**src/hw/wbs_pkg.sv**
```systemverilog
package wbs_pkg;

  // Controller to peripheral request, stb is a one-cycle pulse
  typedef struct packed {
    logic       stb;
    logic       we;
    logic [3:0] adr;
    logic [7:0] dat;
  } wb_req_t;

  // Peripheral to controller response, dat valid with ack on reads
  typedef struct packed {
    logic       ack;
    logic [7:0] dat;
  } wb_rsp_t;

  // Command byte layout
  localparam int CMD_WRITE_BIT = 7;

  // Answer codes sent back on filler bytes
  localparam logic [7:0] RESP_WAIT = 8'h00;
  localparam logic [7:0] RESP_DONE = 8'h01;

  // Address bit that selects the timer over the register bank
  localparam int TIMER_BASE = 3;

  // Timer register offsets
  localparam logic [1:0] TMR_CTRL   = 2'd0;
  localparam logic [1:0] TMR_COUNT  = 2'd1;
  localparam logic [1:0] TMR_CMP    = 2'd2;
  localparam logic [1:0] TMR_STATUS = 2'd3;

endpackage

```
**src/hw/serial_byte_link.sv**
```systemverilog
module serial_byte_link (
  input  logic       clk_i,
  input  logic       rst_ni,
  input  logic       sclk_i,
  input  logic       cs_ni,
  input  logic       mosi_i,
  output logic       miso_o,
  output logic [7:0] rx_data_o,
  output logic       rx_req_o,
  input  logic [7:0] tx_data_i
);

  // Two-stage synchronizers, index 1 is the settled value
  logic [1:0] sclk_sync_q;
  logic [1:0] cs_sync_q;
  logic [1:0] mosi_sync_q;
  logic       sclk_prev_q;

  logic       sclk_s;
  logic       cs_s;
  logic       mosi_s;
  logic       sclk_rise;
  logic       sclk_fall;

  logic [2:0] bit_cnt_q;
  logic [6:0] rx_shift_q;
  logic [7:0] rx_data_q;
  logic [7:0] tx_shift_q;
  logic [1:0] done_pipe_q;
  logic       rx_req_q;

  assign sclk_s = sclk_sync_q[1];
  assign cs_s   = cs_sync_q[1];
  assign mosi_s = mosi_sync_q[1];

  // Edges only count while the host has the target selected
  assign sclk_rise = sclk_s & ~sclk_prev_q & ~cs_s;
  assign sclk_fall = ~sclk_s & sclk_prev_q & ~cs_s;

  always_ff @(posedge clk_i) begin
    if (!rst_ni) begin
      sclk_sync_q <= 2'b00;
      cs_sync_q   <= 2'b11;
      mosi_sync_q <= 2'b00;
      sclk_prev_q <= 1'b0;
    end else begin
      sclk_sync_q <= {sclk_sync_q[0], sclk_i};
      cs_sync_q   <= {cs_sync_q[0], cs_ni};
      mosi_sync_q <= {mosi_sync_q[0], mosi_i};
      sclk_prev_q <= sclk_s;
    end
  end

  // Receive side, MSB first on rising edges
  always_ff @(posedge clk_i) begin
    if (!rst_ni) begin
      bit_cnt_q   <= 3'd0;
      done_pipe_q <= 2'b00;
      rx_req_q    <= 1'b0;
    end else begin
      done_pipe_q <= {done_pipe_q[0], sclk_rise && (bit_cnt_q == 3'd7)};
      rx_req_q    <= done_pipe_q[1];
      if (cs_s) begin
        bit_cnt_q <= 3'd0;
      end else if (sclk_rise) begin
        bit_cnt_q <= bit_cnt_q + 3'd1;
      end
    end
  end

  always_ff @(posedge clk_i) begin
    if (sclk_rise) begin
      rx_shift_q <= {rx_shift_q[5:0], mosi_s};
      if (bit_cnt_q == 3'd7) begin
        rx_data_q <= {rx_shift_q, mosi_s};
      end
    end
  end

  // Transmit side
  // The falling edge that closes a byte (count back at zero) must not shift,
  // otherwise the freshly loaded answer would lose its MSB
  always_ff @(posedge clk_i) begin
    if (!rst_ni) begin
      tx_shift_q <= 8'h00;
    end else if (rx_req_q) begin
      tx_shift_q <= tx_data_i;
    end else if (sclk_fall && (bit_cnt_q != 3'd0)) begin
      tx_shift_q <= {tx_shift_q[6:0], 1'b0};
    end
  end

  assign miso_o    = tx_shift_q[7];
  assign rx_data_o = rx_data_q;
  assign rx_req_o  = rx_req_q;

endmodule

```
**src/hw/serial_wb_bridge.sv**
```systemverilog
module serial_wb_bridge #(
  parameter int ACK_DELAY  = 3,
  parameter int PRESCALE_W = 4
) (
  input  logic clk_i,
  input  logic rst_ni,
  input  logic sclk_i,
  input  logic cs_ni,
  input  logic mosi_i,
  output logic miso_o,
  output logic irq_o
);

  logic [7:0]       rx_data;
  logic             rx_req;
  logic [7:0]       tx_data;
  wbs_pkg::wb_req_t bus_req;
  wbs_pkg::wb_rsp_t bus_rsp;
  wbs_pkg::wb_req_t reg_req;
  wbs_pkg::wb_rsp_t reg_rsp;
  wbs_pkg::wb_req_t tmr_req;
  wbs_pkg::wb_rsp_t tmr_rsp;

  serial_byte_link u_link (
    .clk_i     (clk_i),
    .rst_ni    (rst_ni),
    .sclk_i    (sclk_i),
    .cs_ni     (cs_ni),
    .mosi_i    (mosi_i),
    .miso_o    (miso_o),
    .rx_data_o (rx_data),
    .rx_req_o  (rx_req),
    .tx_data_i (tx_data)
  );

  wb_serial_ctrl u_ctrl (
    .clk_i     (clk_i),
    .rst_ni    (rst_ni),
    .rx_data_i (rx_data),
    .rx_req_i  (rx_req),
    .tx_data_o (tx_data),
    .wb_req_o  (bus_req),
    .wb_rsp_i  (bus_rsp)
  );

  wb_addr_decode u_decode (
    .clk_i     (clk_i),
    .rst_ni    (rst_ni),
    .req_i     (bus_req),
    .reg_req_o (reg_req),
    .tmr_req_o (tmr_req),
    .reg_rsp_i (reg_rsp),
    .tmr_rsp_i (tmr_rsp),
    .rsp_o     (bus_rsp)
  );

  wb_reg_bank #(
    .ACK_DELAY (ACK_DELAY)
  ) u_reg_bank (
    .clk_i  (clk_i),
    .rst_ni (rst_ni),
    .req_i  (reg_req),
    .rsp_o  (reg_rsp)
  );

  wb_timer #(
    .PRESCALE_W (PRESCALE_W)
  ) u_timer (
    .clk_i  (clk_i),
    .rst_ni (rst_ni),
    .req_i  (tmr_req),
    .rsp_o  (tmr_rsp),
    .irq_o  (irq_o)
  );

endmodule

```
**src/hw/wb_addr_decode.sv**
```systemverilog
module wb_addr_decode (
  input  logic             clk_i,
  input  logic             rst_ni,
  input  wbs_pkg::wb_req_t req_i,
  output wbs_pkg::wb_req_t reg_req_o,
  output wbs_pkg::wb_req_t tmr_req_o,
  input  wbs_pkg::wb_rsp_t reg_rsp_i,
  input  wbs_pkg::wb_rsp_t tmr_rsp_i,
  output wbs_pkg::wb_rsp_t rsp_o
);

  logic             hit_tmr;
  logic             sel_tmr_q;
  logic             pending_q;
  wbs_pkg::wb_rsp_t sel_rsp;

  assign hit_tmr = req_i.adr[wbs_pkg::TIMER_BASE];

  // Both targets see the request, only one sees the strobe
  always_comb begin
    reg_req_o     = req_i;
    tmr_req_o     = req_i;
    reg_req_o.stb = req_i.stb & ~hit_tmr;
    tmr_req_o.stb = req_i.stb & hit_tmr;
  end

  assign sel_rsp = sel_tmr_q ? tmr_rsp_i : reg_rsp_i;

  // Target chosen by the last strobe, open until it answers
  always_ff @(posedge clk_i) begin
    if (!rst_ni) begin
      sel_tmr_q <= 1'b0;
      pending_q <= 1'b0;
    end else if (req_i.stb) begin
      sel_tmr_q <= hit_tmr;
      pending_q <= 1'b1;
    end else if (sel_rsp.ack) begin
      pending_q <= 1'b0;
    end
  end

  assign rsp_o.ack = pending_q & sel_rsp.ack;
  assign rsp_o.dat = sel_rsp.dat;

endmodule

```
**src/hw/wb_reg_bank.sv**
```systemverilog
module wb_reg_bank #(
  parameter int ACK_DELAY = 0
) (
  input  logic             clk_i,
  input  logic             rst_ni,
  input  wbs_pkg::wb_req_t req_i,
  output wbs_pkg::wb_rsp_t rsp_o
);

  logic [7:0] regs_q [8];
  logic       pending_q;
  logic [2:0] delay_q;
  logic       we_q;
  logic [2:0] adr_q;
  logic [7:0] dat_q;
  logic       done;

  // Access completes once the wait states have run out
  assign done = pending_q && (delay_q == 3'd0);

  always_ff @(posedge clk_i) begin
    if (!rst_ni) begin
      pending_q <= 1'b0;
      delay_q   <= 3'd0;
    end else if (req_i.stb) begin
      pending_q <= 1'b1;
      delay_q   <= 3'(ACK_DELAY);
    end else if (done) begin
      pending_q <= 1'b0;
    end else if (pending_q) begin
      delay_q <= delay_q - 3'd1;
    end
  end

  // Latched request
  always_ff @(posedge clk_i) begin
    if (req_i.stb) begin
      we_q  <= req_i.we;
      adr_q <= req_i.adr[2:0];
      dat_q <= req_i.dat;
    end
  end

  always_ff @(posedge clk_i) begin
    if (!rst_ni) begin
      for (int i = 0; i < 8; i++) begin
        regs_q[i] <= 8'h00;
      end
    end else if (done && we_q) begin
      regs_q[adr_q] <= dat_q;
    end
  end

  assign rsp_o.ack = done;
  assign rsp_o.dat = regs_q[adr_q];

endmodule

```
**src/hw/wb_serial_ctrl.sv**
```systemverilog
module wb_serial_ctrl (
  input  logic             clk_i,
  input  logic             rst_ni,
  input  logic [7:0]       rx_data_i,
  input  logic             rx_req_i,
  output logic [7:0]       tx_data_o,
  output wbs_pkg::wb_req_t wb_req_o,
  input  wbs_pkg::wb_rsp_t wb_rsp_i
);

  typedef enum logic [2:0] {
    ST_IDLE,
    ST_WRITE_GET_DATA,
    ST_READ_WAIT_ACK,
    ST_WRITE_WAIT_ACK,
    ST_READ_PUT_DATA
  } state_e;

  state_e     state_q;
  state_e     state_d;
  logic       we_q;
  logic       we_d;
  logic [3:0] adr_q;
  logic [3:0] adr_d;
  logic       ack_q;
  logic       ack_d;
  logic [7:0] rdata_q;
  logic [7:0] rdata_d;
  logic       ack_seen;
  logic       stb;
  logic [7:0] wdata;

  // An ack landing in the same cycle as a filler byte already counts
  assign ack_seen = ack_q | wb_rsp_i.ack;

  always_ff @(posedge clk_i) begin
    if (!rst_ni) begin
      state_q <= ST_IDLE;
      we_q    <= 1'b0;
      adr_q   <= 4'h0;
      ack_q   <= 1'b0;
    end else begin
      state_q <= state_d;
      we_q    <= we_d;
      adr_q   <= adr_d;
      ack_q   <= ack_d;
    end
  end

  // Read data is payload and only moves with an ack
  always_ff @(posedge clk_i) begin
    rdata_q <= rdata_d;
  end

  always_comb begin
    state_d   = state_q;
    we_d      = we_q;
    adr_d     = adr_q;
    ack_d     = ack_q;
    rdata_d   = rdata_q;
    stb       = 1'b0;
    wdata     = 8'h00;
    tx_data_o = wbs_pkg::RESP_WAIT;

    if (rx_req_i) begin
      case (state_q)
        ST_IDLE: begin
          adr_d = rx_data_i[3:0];
          ack_d = 1'b0;
          if (rx_data_i[wbs_pkg::CMD_WRITE_BIT]) begin
            we_d    = 1'b1;
            state_d = ST_WRITE_GET_DATA;
          end else begin
            // Reads go out right away with the command byte
            we_d    = 1'b0;
            stb     = 1'b1;
            state_d = ST_READ_WAIT_ACK;
          end
        end

        ST_WRITE_GET_DATA: begin
          wdata   = rx_data_i;
          stb     = 1'b1;
          ack_d   = 1'b0;
          state_d = ST_WRITE_WAIT_ACK;
        end

        ST_READ_WAIT_ACK: begin
          if (ack_seen) begin
            tx_data_o = wbs_pkg::RESP_DONE;
            state_d   = ST_READ_PUT_DATA;
          end
        end

        ST_READ_PUT_DATA: begin
          tx_data_o = rdata_q;
          state_d   = ST_IDLE;
        end

        ST_WRITE_WAIT_ACK: begin
          if (ack_seen) begin
            tx_data_o = wbs_pkg::RESP_DONE;
            state_d   = ST_IDLE;
          end
        end

        default: begin
          state_d = ST_IDLE;
        end
      endcase
    end

    // Keep the ack and its data until a filler byte reports them
    if (wb_rsp_i.ack) begin
      ack_d   = 1'b1;
      rdata_d = wb_rsp_i.dat;
    end
  end

  // Strobe and write data are combinational from the received byte
  assign wb_req_o.stb = stb;
  assign wb_req_o.we  = we_d;
  assign wb_req_o.adr = adr_d;
  assign wb_req_o.dat = wdata;

endmodule

```
**src/hw/wb_timer.sv**
```systemverilog
module wb_timer #(
  parameter int PRESCALE_W = 4
) (
  input  logic             clk_i,
  input  logic             rst_ni,
  input  wbs_pkg::wb_req_t req_i,
  output wbs_pkg::wb_rsp_t rsp_o,
  output logic             irq_o
);

  logic                  en_q;
  logic [PRESCALE_W-1:0] presc_q;
  logic [7:0]            count_q;
  logic [7:0]            cmp_q;
  logic                  match_q;
  logic                  ack_q;
  logic [7:0]            rdata_q;
  logic                  tick;
  logic [7:0]            count_next;
  logic                  wr;
  logic [1:0]            offs;

  assign offs       = req_i.adr[1:0];
  assign wr         = req_i.stb & req_i.we;
  assign tick       = en_q && (presc_q == {PRESCALE_W{1'b1}});
  assign count_next = count_q + 8'd1;

  always_ff @(posedge clk_i) begin
    if (!rst_ni) begin
      en_q    <= 1'b0;
      presc_q <= '0;
      count_q <= 8'h00;
      cmp_q   <= 8'h00;
      match_q <= 1'b0;
    end else begin
      if (en_q) begin
        presc_q <= presc_q + 1'b1;
      end
      // A host write to COUNT wins over the increment
      if (wr && offs == wbs_pkg::TMR_COUNT) begin
        count_q <= req_i.dat;
      end else if (tick) begin
        count_q <= count_next;
      end
      if (wr && offs == wbs_pkg::TMR_CTRL) begin
        en_q <= req_i.dat[0];
      end
      if (wr && offs == wbs_pkg::TMR_CMP) begin
        cmp_q <= req_i.dat;
      end
      // Flag is set on the step that reaches CMP, so a clear holds
      if (tick && count_next == cmp_q) begin
        match_q <= 1'b1;
      end else if (wr && offs == wbs_pkg::TMR_STATUS && req_i.dat[0]) begin
        match_q <= 1'b0;
      end
    end
  end

  // Single wait state, read data sampled with the strobe
  always_ff @(posedge clk_i) begin
    if (!rst_ni) begin
      ack_q <= 1'b0;
    end else begin
      ack_q <= req_i.stb;
    end
  end

  always_ff @(posedge clk_i) begin
    if (req_i.stb) begin
      case (offs)
        wbs_pkg::TMR_CTRL:   rdata_q <= {7'd0, en_q};
        wbs_pkg::TMR_COUNT:  rdata_q <= count_q;
        wbs_pkg::TMR_CMP:    rdata_q <= cmp_q;
        default:             rdata_q <= {7'd0, match_q};
      endcase
    end
  end

  assign rsp_o.ack = ack_q;
  assign rsp_o.dat = rdata_q;
  assign irq_o     = match_q;

endmodule

```
**config.mk**
```make
export PLATFORM = sky130hd
export DESIGN_NAME = serial_wb_bridge
export DESIGN_NICKNAME = d
export VERILOG_FILES = /design/src/hw/wbs_pkg.sv /design/src/hw/serial_byte_link.sv /design/src/hw/serial_wb_bridge.sv /design/src/hw/wb_addr_decode.sv /design/src/hw/wb_reg_bank.sv /design/src/hw/wb_serial_ctrl.sv /design/src/hw/wb_timer.sv
export SDC_FILE = /design/constraint.sdc
export NUM_CORES = 1
export LEC_CHECK = 0
export ABC_AREA = 1
export ABC_CLOCK_PERIOD_IN_PS = 3310
export BUFFER_PORTS_ARGS = -buffer_cell sky130_fd_sc_hd__buf_4
export CAP_MARGIN = 25
export CORE_UTILIZATION = 44
export DETAILED_ROUTE_END_ITERATION = 6
export GPL_TIMING_DRIVEN = 0
export PLACE_DENSITY = 0.61
export SLEW_MARGIN = 0
export SYNTH_ARGS = -nofsm -noshare
export SYNTH_HDL_FRONTEND = slang
export SYNTH_HIERARCHICAL = 1
export SYNTH_SLANG_ARGS = --single-unit
```
**constraint.sdc**
```tcl
create_clock -name clk_i -period 3.31 [get_ports clk_i]
set_input_delay 0.331 -clock clk_i [delete_from_list [all_inputs] [get_ports clk_i]]
set_output_delay 0.331 -clock clk_i [all_outputs]
set_load 0.05 [all_outputs]
```
After elaboration in Yosys (flattened, before gate mapping)
Memories as Yosys holds them, arrays and structs flattened. A register that Yosys moved wholly into a read port is not among the register bits.
Index checks and enable logic that the tools add are counted.
{"block": "word_totals", "ff_bits": 102, "latchBits": 0, "ram_bits": 64, "mem_bits_ro": 0, "n_memories": 1}
{"name": "u_reg_bank.regs_q", "depth": 8, "width": 8, "read_ports": 1, "rd_ports_with_merged_regs": 1, "wr": 8, "line_no": "wb_reg_bank.sv:10", "text": "logic [7:0] regs_q [8];"}
{"block": "op_classes", "addsub": 4, "multipliers": 0, "n_div": 0, "n_lt_le_gt_ge": 0, "n_eq_ne": 13, "n_shift": 0, "n_mux": 42, "bitwise": 15, "n_reduce_logical": 33}
{"op": "2-to-1 mux 8 bit", "count": 7}
{"op": "one-hot mux 8 bit (3 select lines)", "count": 1}
{"op": "2-to-1 mux 1 bit", "count": 20}
{"op": "one-hot mux 8 bit (2 select lines)", "count": 1}
{"op": "nonzero test 2 bit", "count": 8}
{"op": "2-to-1 mux 3 bit", "count": 4}
{"op": "one-hot mux 3 bit (4 select lines)", "count": 1}
{"op": "logical AND 1 bit", "count": 11}
{"op": "2-to-1 mux 9 bit", "count": 1}
{"op": "adder 8 x 1 -> 8 bit (second input constant)", "count": 1}
{"op": "AND 1 bit", "count": 8}
{"op": "equality test 8 bit", "count": 1}
{"op": "2-to-1 mux 2 bit", "count": 4}
{"op": "2-to-1 mux 4 bit", "count": 2}
{"op": "AND reduction 2 bit", "count": 4}
{"op": "OR reduction 2 bit", "count": 4}
{"op": "OR reduction 8 bit", "count": 1}
{"op": "equality test 3 x 2 -> 1 bit (second input constant)", "count": 2}
{"op": "equality test 3 bit (second input constant)", "count": 2}
{"op": "zero test 3 bit", "count": 2}
{"op": "NOT 1 bit", "count": 6}
{"op": "adder 4 x 1 -> 4 bit (second input constant)", "count": 1}
{"op": "equality test 2 bit (second input constant)", "count": 2}
{"op": "equality test 4 bit (second input constant)", "count": 1}
{"op": "11 further kinds", "count": 12}

Longest topological paths before layout
Gate-level depths: netlist (run 1).
{"block": "logic_depth", "ltp_word": 9, "ltp_mapped": 15, "mapped_depth_nobuf": 15}

By module
Netlist (run 1), hierarchy kept.
{"mod": "wb_reg_bank", "instances": 1, "cells_each": 422, "area_per_inst_um2": 3824.9, "seq_area_each_um2": 2422.3}
{"mod": "wb_timer", "instances": 1, "cells_each": 210, "area_per_inst_um2": 1594.0, "seq_area_each_um2": 700.7}
{"mod": "serial_byte_link", "instances": 1, "cells_each": 128, "area_per_inst_um2": 1343.8, "seq_area_each_um2": 870.8}
{"mod": "wb_serial_ctrl", "instances": 1, "cells_each": 111, "area_per_inst_um2": 834.6, "seq_area_each_um2": 420.4}
{"mod": "wb_addr_decode", "instances": 1, "cells_each": 66, "area_per_inst_um2": 415.4, "seq_area_each_um2": 40.0}

Worst setup path before layout (run 1)
OpenSTA, ideal clock, no wires.
{"block": "synth_path", "path_type": "reg-to-reg", "from": "register u_link.rx_req_q (netlist: u_link/rx_req_o)", "to": "register u_reg_bank.delay_q[1]", "t_arrival_ns": 2.239, "t_required_ns": 3.240, "setup_slack_ns": 1.001, "path_stages_with_launch": 11, "n_path_buf": 0, "period_less_slack_ns": 2.309, "cell_sequence": "dfxtp_1 inv_2 nor2_4 nand2_4 o21ai_1 inv_1 nor2_1 inv_1 nand2_1 nand2_1 a21oi_1"}
{"item": "from (decl)", "line_no": "serial_byte_link.sv:30", "text": "logic rx_req_q;"}
{"item": "from (signal assigned)", "line_no": "serial_byte_link.sv:62", "text": "rx_req_q <= done_pipe_q[1];"}
{"item": "to (signal assigned)", "line_no": "wb_reg_bank.sv:27", "text": "delay_q <= 3'(ACK_DELAY);"}
{"item": "to (signal assigned)", "line_no": "wb_reg_bank.sv:31", "text": "delay_q <= delay_q - 3'd1;"}
{"item": "to (decl)", "line_no": "wb_reg_bank.sv:12", "text": "logic [2:0] delay_q;"}

==> results.toml, run 1 <==
[outcome]
status = "completed"

[synthesis]
synth_warnings = 6
syn_area_per_cell_sq_um = 8.55
syn-cell-area_sq_um = 7990
synth_nets = 946
netlist_instances = 934

[sta]
hold_violations = 0
worst_slew_pin_slew_ps = 698
fin_crit_sh = 0.798
fmax_mhz = 379
drv_slew = 0
whs_ps = 78.0
rsz0062_at_grt = "no"
fin_crit_ps = 2640
finClkSkew_ps = 8.09
setup_tns_ps = 0
slew_headroom = 0.533
setup_viol = 0

[drt]
firstDrtPassIters = 5
met1_length_um = 8290
met2_length_um = 7700
postRouteAntennaNets = 0
wl_um = 16800
vias = 5765
topRoutingLayerUsed = "met4"
routedWlPerCell_um = 14.0
dr_wl_met3_um = 590
drt_iter0_drc = 446
drc = 0
via_per_inst = 4.81

[pwr]
p_sw_frac = 0.216
p_comb_frac = 0.017
p_clk_frac = 0.457
power_density_nw_per_um2 = 483
peakVddDrop_uv = 382
leakage_nw = 4.12
power_switching_uw = 930
power_frac_seq = 0.526
intPower_mw = 3.37

[finish]
ff_latch_area_sq_um = 4450
diodes = 0
final-instance-count-excl-fill = 1198
fillers = 1666
fin_area_sq_um = 8910
fin_util = 0.508
multi_input_area_sq_um = 2640
drive_above_1_share = 0.126
layout.nets = 972
syn2layout_area_growth_pct = 11.6

[setup_path]
max_stage_delay_ps = 500
crit_path_frequent_cell = "nand2_1"
path_max_fanout = 10
worstPathCellList = "inv_2, nor2_4, nand2_4, nand2_1, o21ai_1, inv_1, nand2_1, inv_1, nand2_1, inv_1, nand2_2, nand2_1, inv_1, nand2_1, a31oi_1"
timing.rr.start = "u_link/rx_req_o"
critPathLaunch = "u_link/rx_req_o"
worst_setup_path_end_kind = "flip-flop"
critPathRequiredTime_ps = 3620
r2r_slack_ps = 670
crit_path_start_kind = "flip-flop"
critPathKind = "flip-flop to flip-flop"
critPathArrivalTime_ps = 2950
critPathSlowestCell = "dfxtp_1"

[clock_network]
clock_path_buffers = 2
cts_resized = 0
clkTransAtPathRegs_ps = 70
cts_buffers = 17
clock_latency_ps = 430
cts_sinks = 169
htree_levels = 4
cts-root-buf = "clkbuf_16"
postCtsHoldBufs = 0
cts_setup_buffers = 0
cts_tree = "built"

[global_route]
overflow = 0
first_global_vias = 5345
track_usage = 0.195
grt_max_degree = 18
grt_pass1_wl_um = 27000
grt_antenna_before_repair = 0

[floorplanning]
dieArea_sq_um = 18700
fp.dieW_um = 137
core_area_sq_um = 17500
pin_count = 7
rows = 48
start_util = 0.456
die_h_um = 137

[placed_design]
hpwlAfterDp_um = 11800
gp_congestion = 0.863
dp_cells = 1166
port-buffer-count = 6
place_area_sq_um = 8330

[hold_path]
hold_path_class = "input pin to flip-flop"
hold_start = "mosi_i"

[job]
cap_violations = 0
## cell usage in the layout, fill, tap and decap left out, drive strengths merged, types with 5 or more instances in the layout
cell type,instances
a21oi,26
a31oi,7
buf,37
clkbuf,33
clkinv,5
dfxtp,62
edfxtp,107
ha,7
inv,161
nand2,269
nand3,71
nor2,127
nor3,6
o21ai,27
o22ai,9
## metrics by stage
stage	setup slack, ps	power [mW]
4_1_cts	686	4.35
6_report	669	4.31
3_3_place_gp	286	2.38
3_5_place_dp	713	2.39
5_1_grt	374	4.44
2_1_floorplan	1030	2.36
## final timing paths
check                           to  cells past startpoint
max             u_timer/count_q[4]                     15
max reg2reg     u_timer/count_q[4]                     15
min          u_link/mosi_sync_q[0]                      3
min reg2reg  u_link/sclk_sync_q[1]                      2
## area by class of cell
type	count	share of cell area
buffer	45	0.0344
clock buffer	18	0.0505
clock inverter	14	0.0153
inverter	155	0.0661
multi-input combinational	565	0.296
sequential	169	0.500
tap	225	0.0316
timing repair buffer	7	0.00632
## power groups by stage
| stage | Sequential [mW] | Clock, mW | Combinational, mW |
|---|---|---|---|
| final | 2.27 | 1.97 | 0.0721 |
| after global routing | 2.27 | 2.09 | 0.0825 |
| after CTS | 2.27 | 2.01 | 0.0733 |
| after detailed placement | 2.31 | 0 | 0.0726 |
| after global placement | 2.31 | 0 | 0.0719 |
| after floorplan | 2.31 | 0 | 0.0485 |
## per-layer routing
layer	up-vias	track usage
met5	-	0
met4	0	0.0617
met3	16	0.0363
met2	98	0.307
met1	2660	0.270
li1	2991	-
## sequential cells by signal, indices dropped and copies added, names as in the netlist, 7 cells and up, named ones only
name,cells
u_timer/rdata_q,8
u_reg_bank/dat_q,8
u_ctrl/rdata_q,8
u_link/rx_data_o,8
u_link/rx_shift_q,7
u_reg_bank/regs_q,64
u_timer/cmp_q,8
u_link/tx_shift_q,8
u_timer/count_q,8
## critical path: cells and delay by family (launching register included)
kind,cells,cell delay [ps]
flip-flops,1,500
AND/OR/NAND/NOR,8,1060
buffers and inverters,5,790
AO/OA/AOI/OAI,2,170
(Power assumes the default switching activity.)
==> run 2, diff against run 1 <==
ABC_CLOCK_PERIOD_IN_PS = 2200   (was 3310)
PLACE_DENSITY = 0.63   (was 0.61)
clock period = 2.2 ns   (was 3.31 ns; I/O delays follow)
==> run 2 against run 1 <==
  * Cell area rose by 2.0%
  * Sequential share of layout area fell by 0.96 points
  * Die area did not move
  * Sequential cell count did not move
  * Critical path depth fell by 1
  * Combinational power rose by 58%
  * First-iteration DRC count rose by 3.6%
  * Sequential power rose by 50%
  * Largest power group unchanged
==> results.toml, run 2 (same netlist as run 1, synthesis figures left out) <==
[setup_path]
critPathSlowestCell = "dfxtp_4"
r2r_end = "u_timer/count_q[6]"
max_stage_delay_ps = 390
worst_setup_path_end_kind = "flip-flop"
critPathArrivalTime_ps = 2390
critPathKind = "flip-flop to flip-flop"
crit_path_start_kind = "flip-flop"
critPathTopFamily = "simple AND/OR/NAND/NOR gates"
timing.rr.start = "u_link/rx_req_o"
path_max_fanout = 9
crit_path_frequent_cell = "nand2_4"
rr_worst_depth = 14
critPathRequiredTime_ps = 2550
worstPathCellList = "inv_2, nor2_4, nand2_4, o21ai_2, inv_2, nand2_1, inv_4, nand2_2, inv_1, nand2_4, nand2_4, inv_1, nand3_1, a31oi_1"
critPathLaunch = "u_link/rx_req_o"
critPathBufInv = 5
r2r_slack_ps = 160

[finish]
syn2layout_area_growth_pct = 13.9
max_flop_register = "u_reg_bank/regs_q"
drive_above_1_share = 0.143
multi_input_area_sq_um = 2690
diodes = 0
fillers = 1692
ff_latch_area_sq_um = 4460
final_common_cell = "nand2_1"
final_cell_mix = "252 x nand2_1, 141 x inv_1, 114 x nor2_1"
largest_reg_flops = 64
final-instance-count-excl-fill = 1211
layout.nets = 985

[sta]
rsz0062_at_grt = "no"
fmax_mhz = 491
finClkSkew_ps = 9.80
fin_crit_sh = 0.925
setup_tns_ps = 0
hold_violations = 0
worst_slew_pin_slew_ps = 674
drv_slew = 0
slew_headroom = 0.551
setup_viol = 0
fin_crit_ps = 2040

[drt]
wl_um = 17300
via_per_inst = 4.82
drc = 0
routedWlPerCell_um = 14.3
postRouteAntennaNets = 0
drt_iter0_drc = 462
firstDrtPassIters = 5
vias = 5831

[floorplanning]
start_util = 0.456
die_h_um = 137
dieArea_sq_um = 18700
rows = 48
core_area_sq_um = 17500
pin_count = 7
fp.dieW_um = 137

[outcome]
status = "completed"

[pwr]
p_total_mw = 6.60
peakVddDrop_uv = 577
power_density_nw_per_um2 = 726
leakage_nw = 4.20

[hold_path]
holdPathEnd = "u_decode/pending_q"
hold_path_class = "input pin to flip-flop"
worstHoldPathCells = 3
hold_start = "rst_ni"

[global_route]
met3_usage = 0.0367
overflow = 0
grt_pass1_wl_um = 27500
grt-busiest-layer = "met2"
grt_max_degree = 21
first_global_vias = 5434
track_usage = 0.199
grt_use_met1 = 0.265
use_met2 = 0.320
grt_antenna_before_repair = 0

[clock_network]
cts_buffers = 17
cts_sinks = 169
clkTransAtPathRegs_ps = 60
cts-root-buf = "clkbuf_16"
clock_latency_ps = 430
cts_tree = "built"
clock_path_buffers = 2
htree_levels = 4

[placed_design]
gp_congestion = 0.859
port-buffer-count = 6
dp_cells = 1165
hpwlAfterDp_um = 12100

[job]
cap_violations = 0
[run 2: changes by cell type in the layout (fill, tap and decap cells not counted), moves of 2 or more]
| cell | before | now |
|---|---|---|
| nand2_1 | 256 | 252 |
| bufinv_16 | 1 | 3 |
| clkinv_2 | 2 | 0 |
| nor2_2 | 6 | 8 |
| inv_2 | 10 | 12 |
| inv_1 | 144 | 141 |
| buf_4 | 33 | 42 |
| nor2_1 | 116 | 114 |
| dlygate4sd3_1 | 0 | 3 |
| nand2_2 | 10 | 12 |
| inv_8 | 3 | 1 |
| clkinv_1 | 0 | 2 |
| nand2_4 | 3 | 5 |
[run 2: routing by layer]
metal | vias up | wire (um)
li1 | 3031 | -
met1 | 2626 | 7960
met2 | 149 | 8100
met3 | 25 | 892
met4 | 0 | 314
met5 | - | 0
[run 2: cell type report]
type / instances / share of cell area
well taps: 225 / 0.0309
clock buffers: 19 / 0.0487
inverters: 155 / 0.0651
multi-input cells: 566 / 0.295
clock inverters: 13 / 0.0183
repair buffers: 19 / 0.0179
flip-flops and latches: 169 / 0.490
plain buffers: 45 / 0.0337
[run 2: worst max-delay path by stage]
stage	endpoint	slack, ps	cells after the start
6_report	u_timer/count_q[6]	160	14
5_1_grt	u_timer/cmp_q[5]	4	12
4_1_cts	u_timer/count_q[3]	6	13
3_5_place_dp	u_reg_bank/delay_q[1]	-360	10
3_3_place_gp	u_reg_bank/delay_q[1]	-350	10
2_1_floorplan	u_timer/count_q[2]	170	15
[run 2: per-stage QoR]
stage	hold WS (ps)	setup WS, ps	util	instance area [sq um]
floorplan	318	170	-	7990
global placement	393	-355	0.474	8320
detailed placement	400	-357	0.474	8320
CTS	127	5.79	0.513	9000
global route	130	4.46	0.519	9100
finish	140	164	0.519	9100
[run 2: timing repair]
action                                 4_1_cts  5_1_grt
resized for setup                            8        9
gates cloned                                 0        1
endpoints found under the hold margin        3        0
pin swaps                                    1        4
setup endpoints to repair                   64       21
setup buffers                                1        9
hold buffers                                 3        0
[run 2: where the power goes]
part / switching, mW / total [mW] / internal (mW)
combinational: 0.0809 / 0.114 / 0.0334
sequential: 0.0133 / 3.41 / 3.39
clock: 1.26 / 3.08 / 1.83
[run 2: worst register-to-register path, delay by kind of cell (launching register included)]
kind                   cells  cell delay (ps)
AOI/OAI and AO/OA          2              310
buffers and inverters      5              450
and+or+nand+nor            7              820
DFF                        1              390
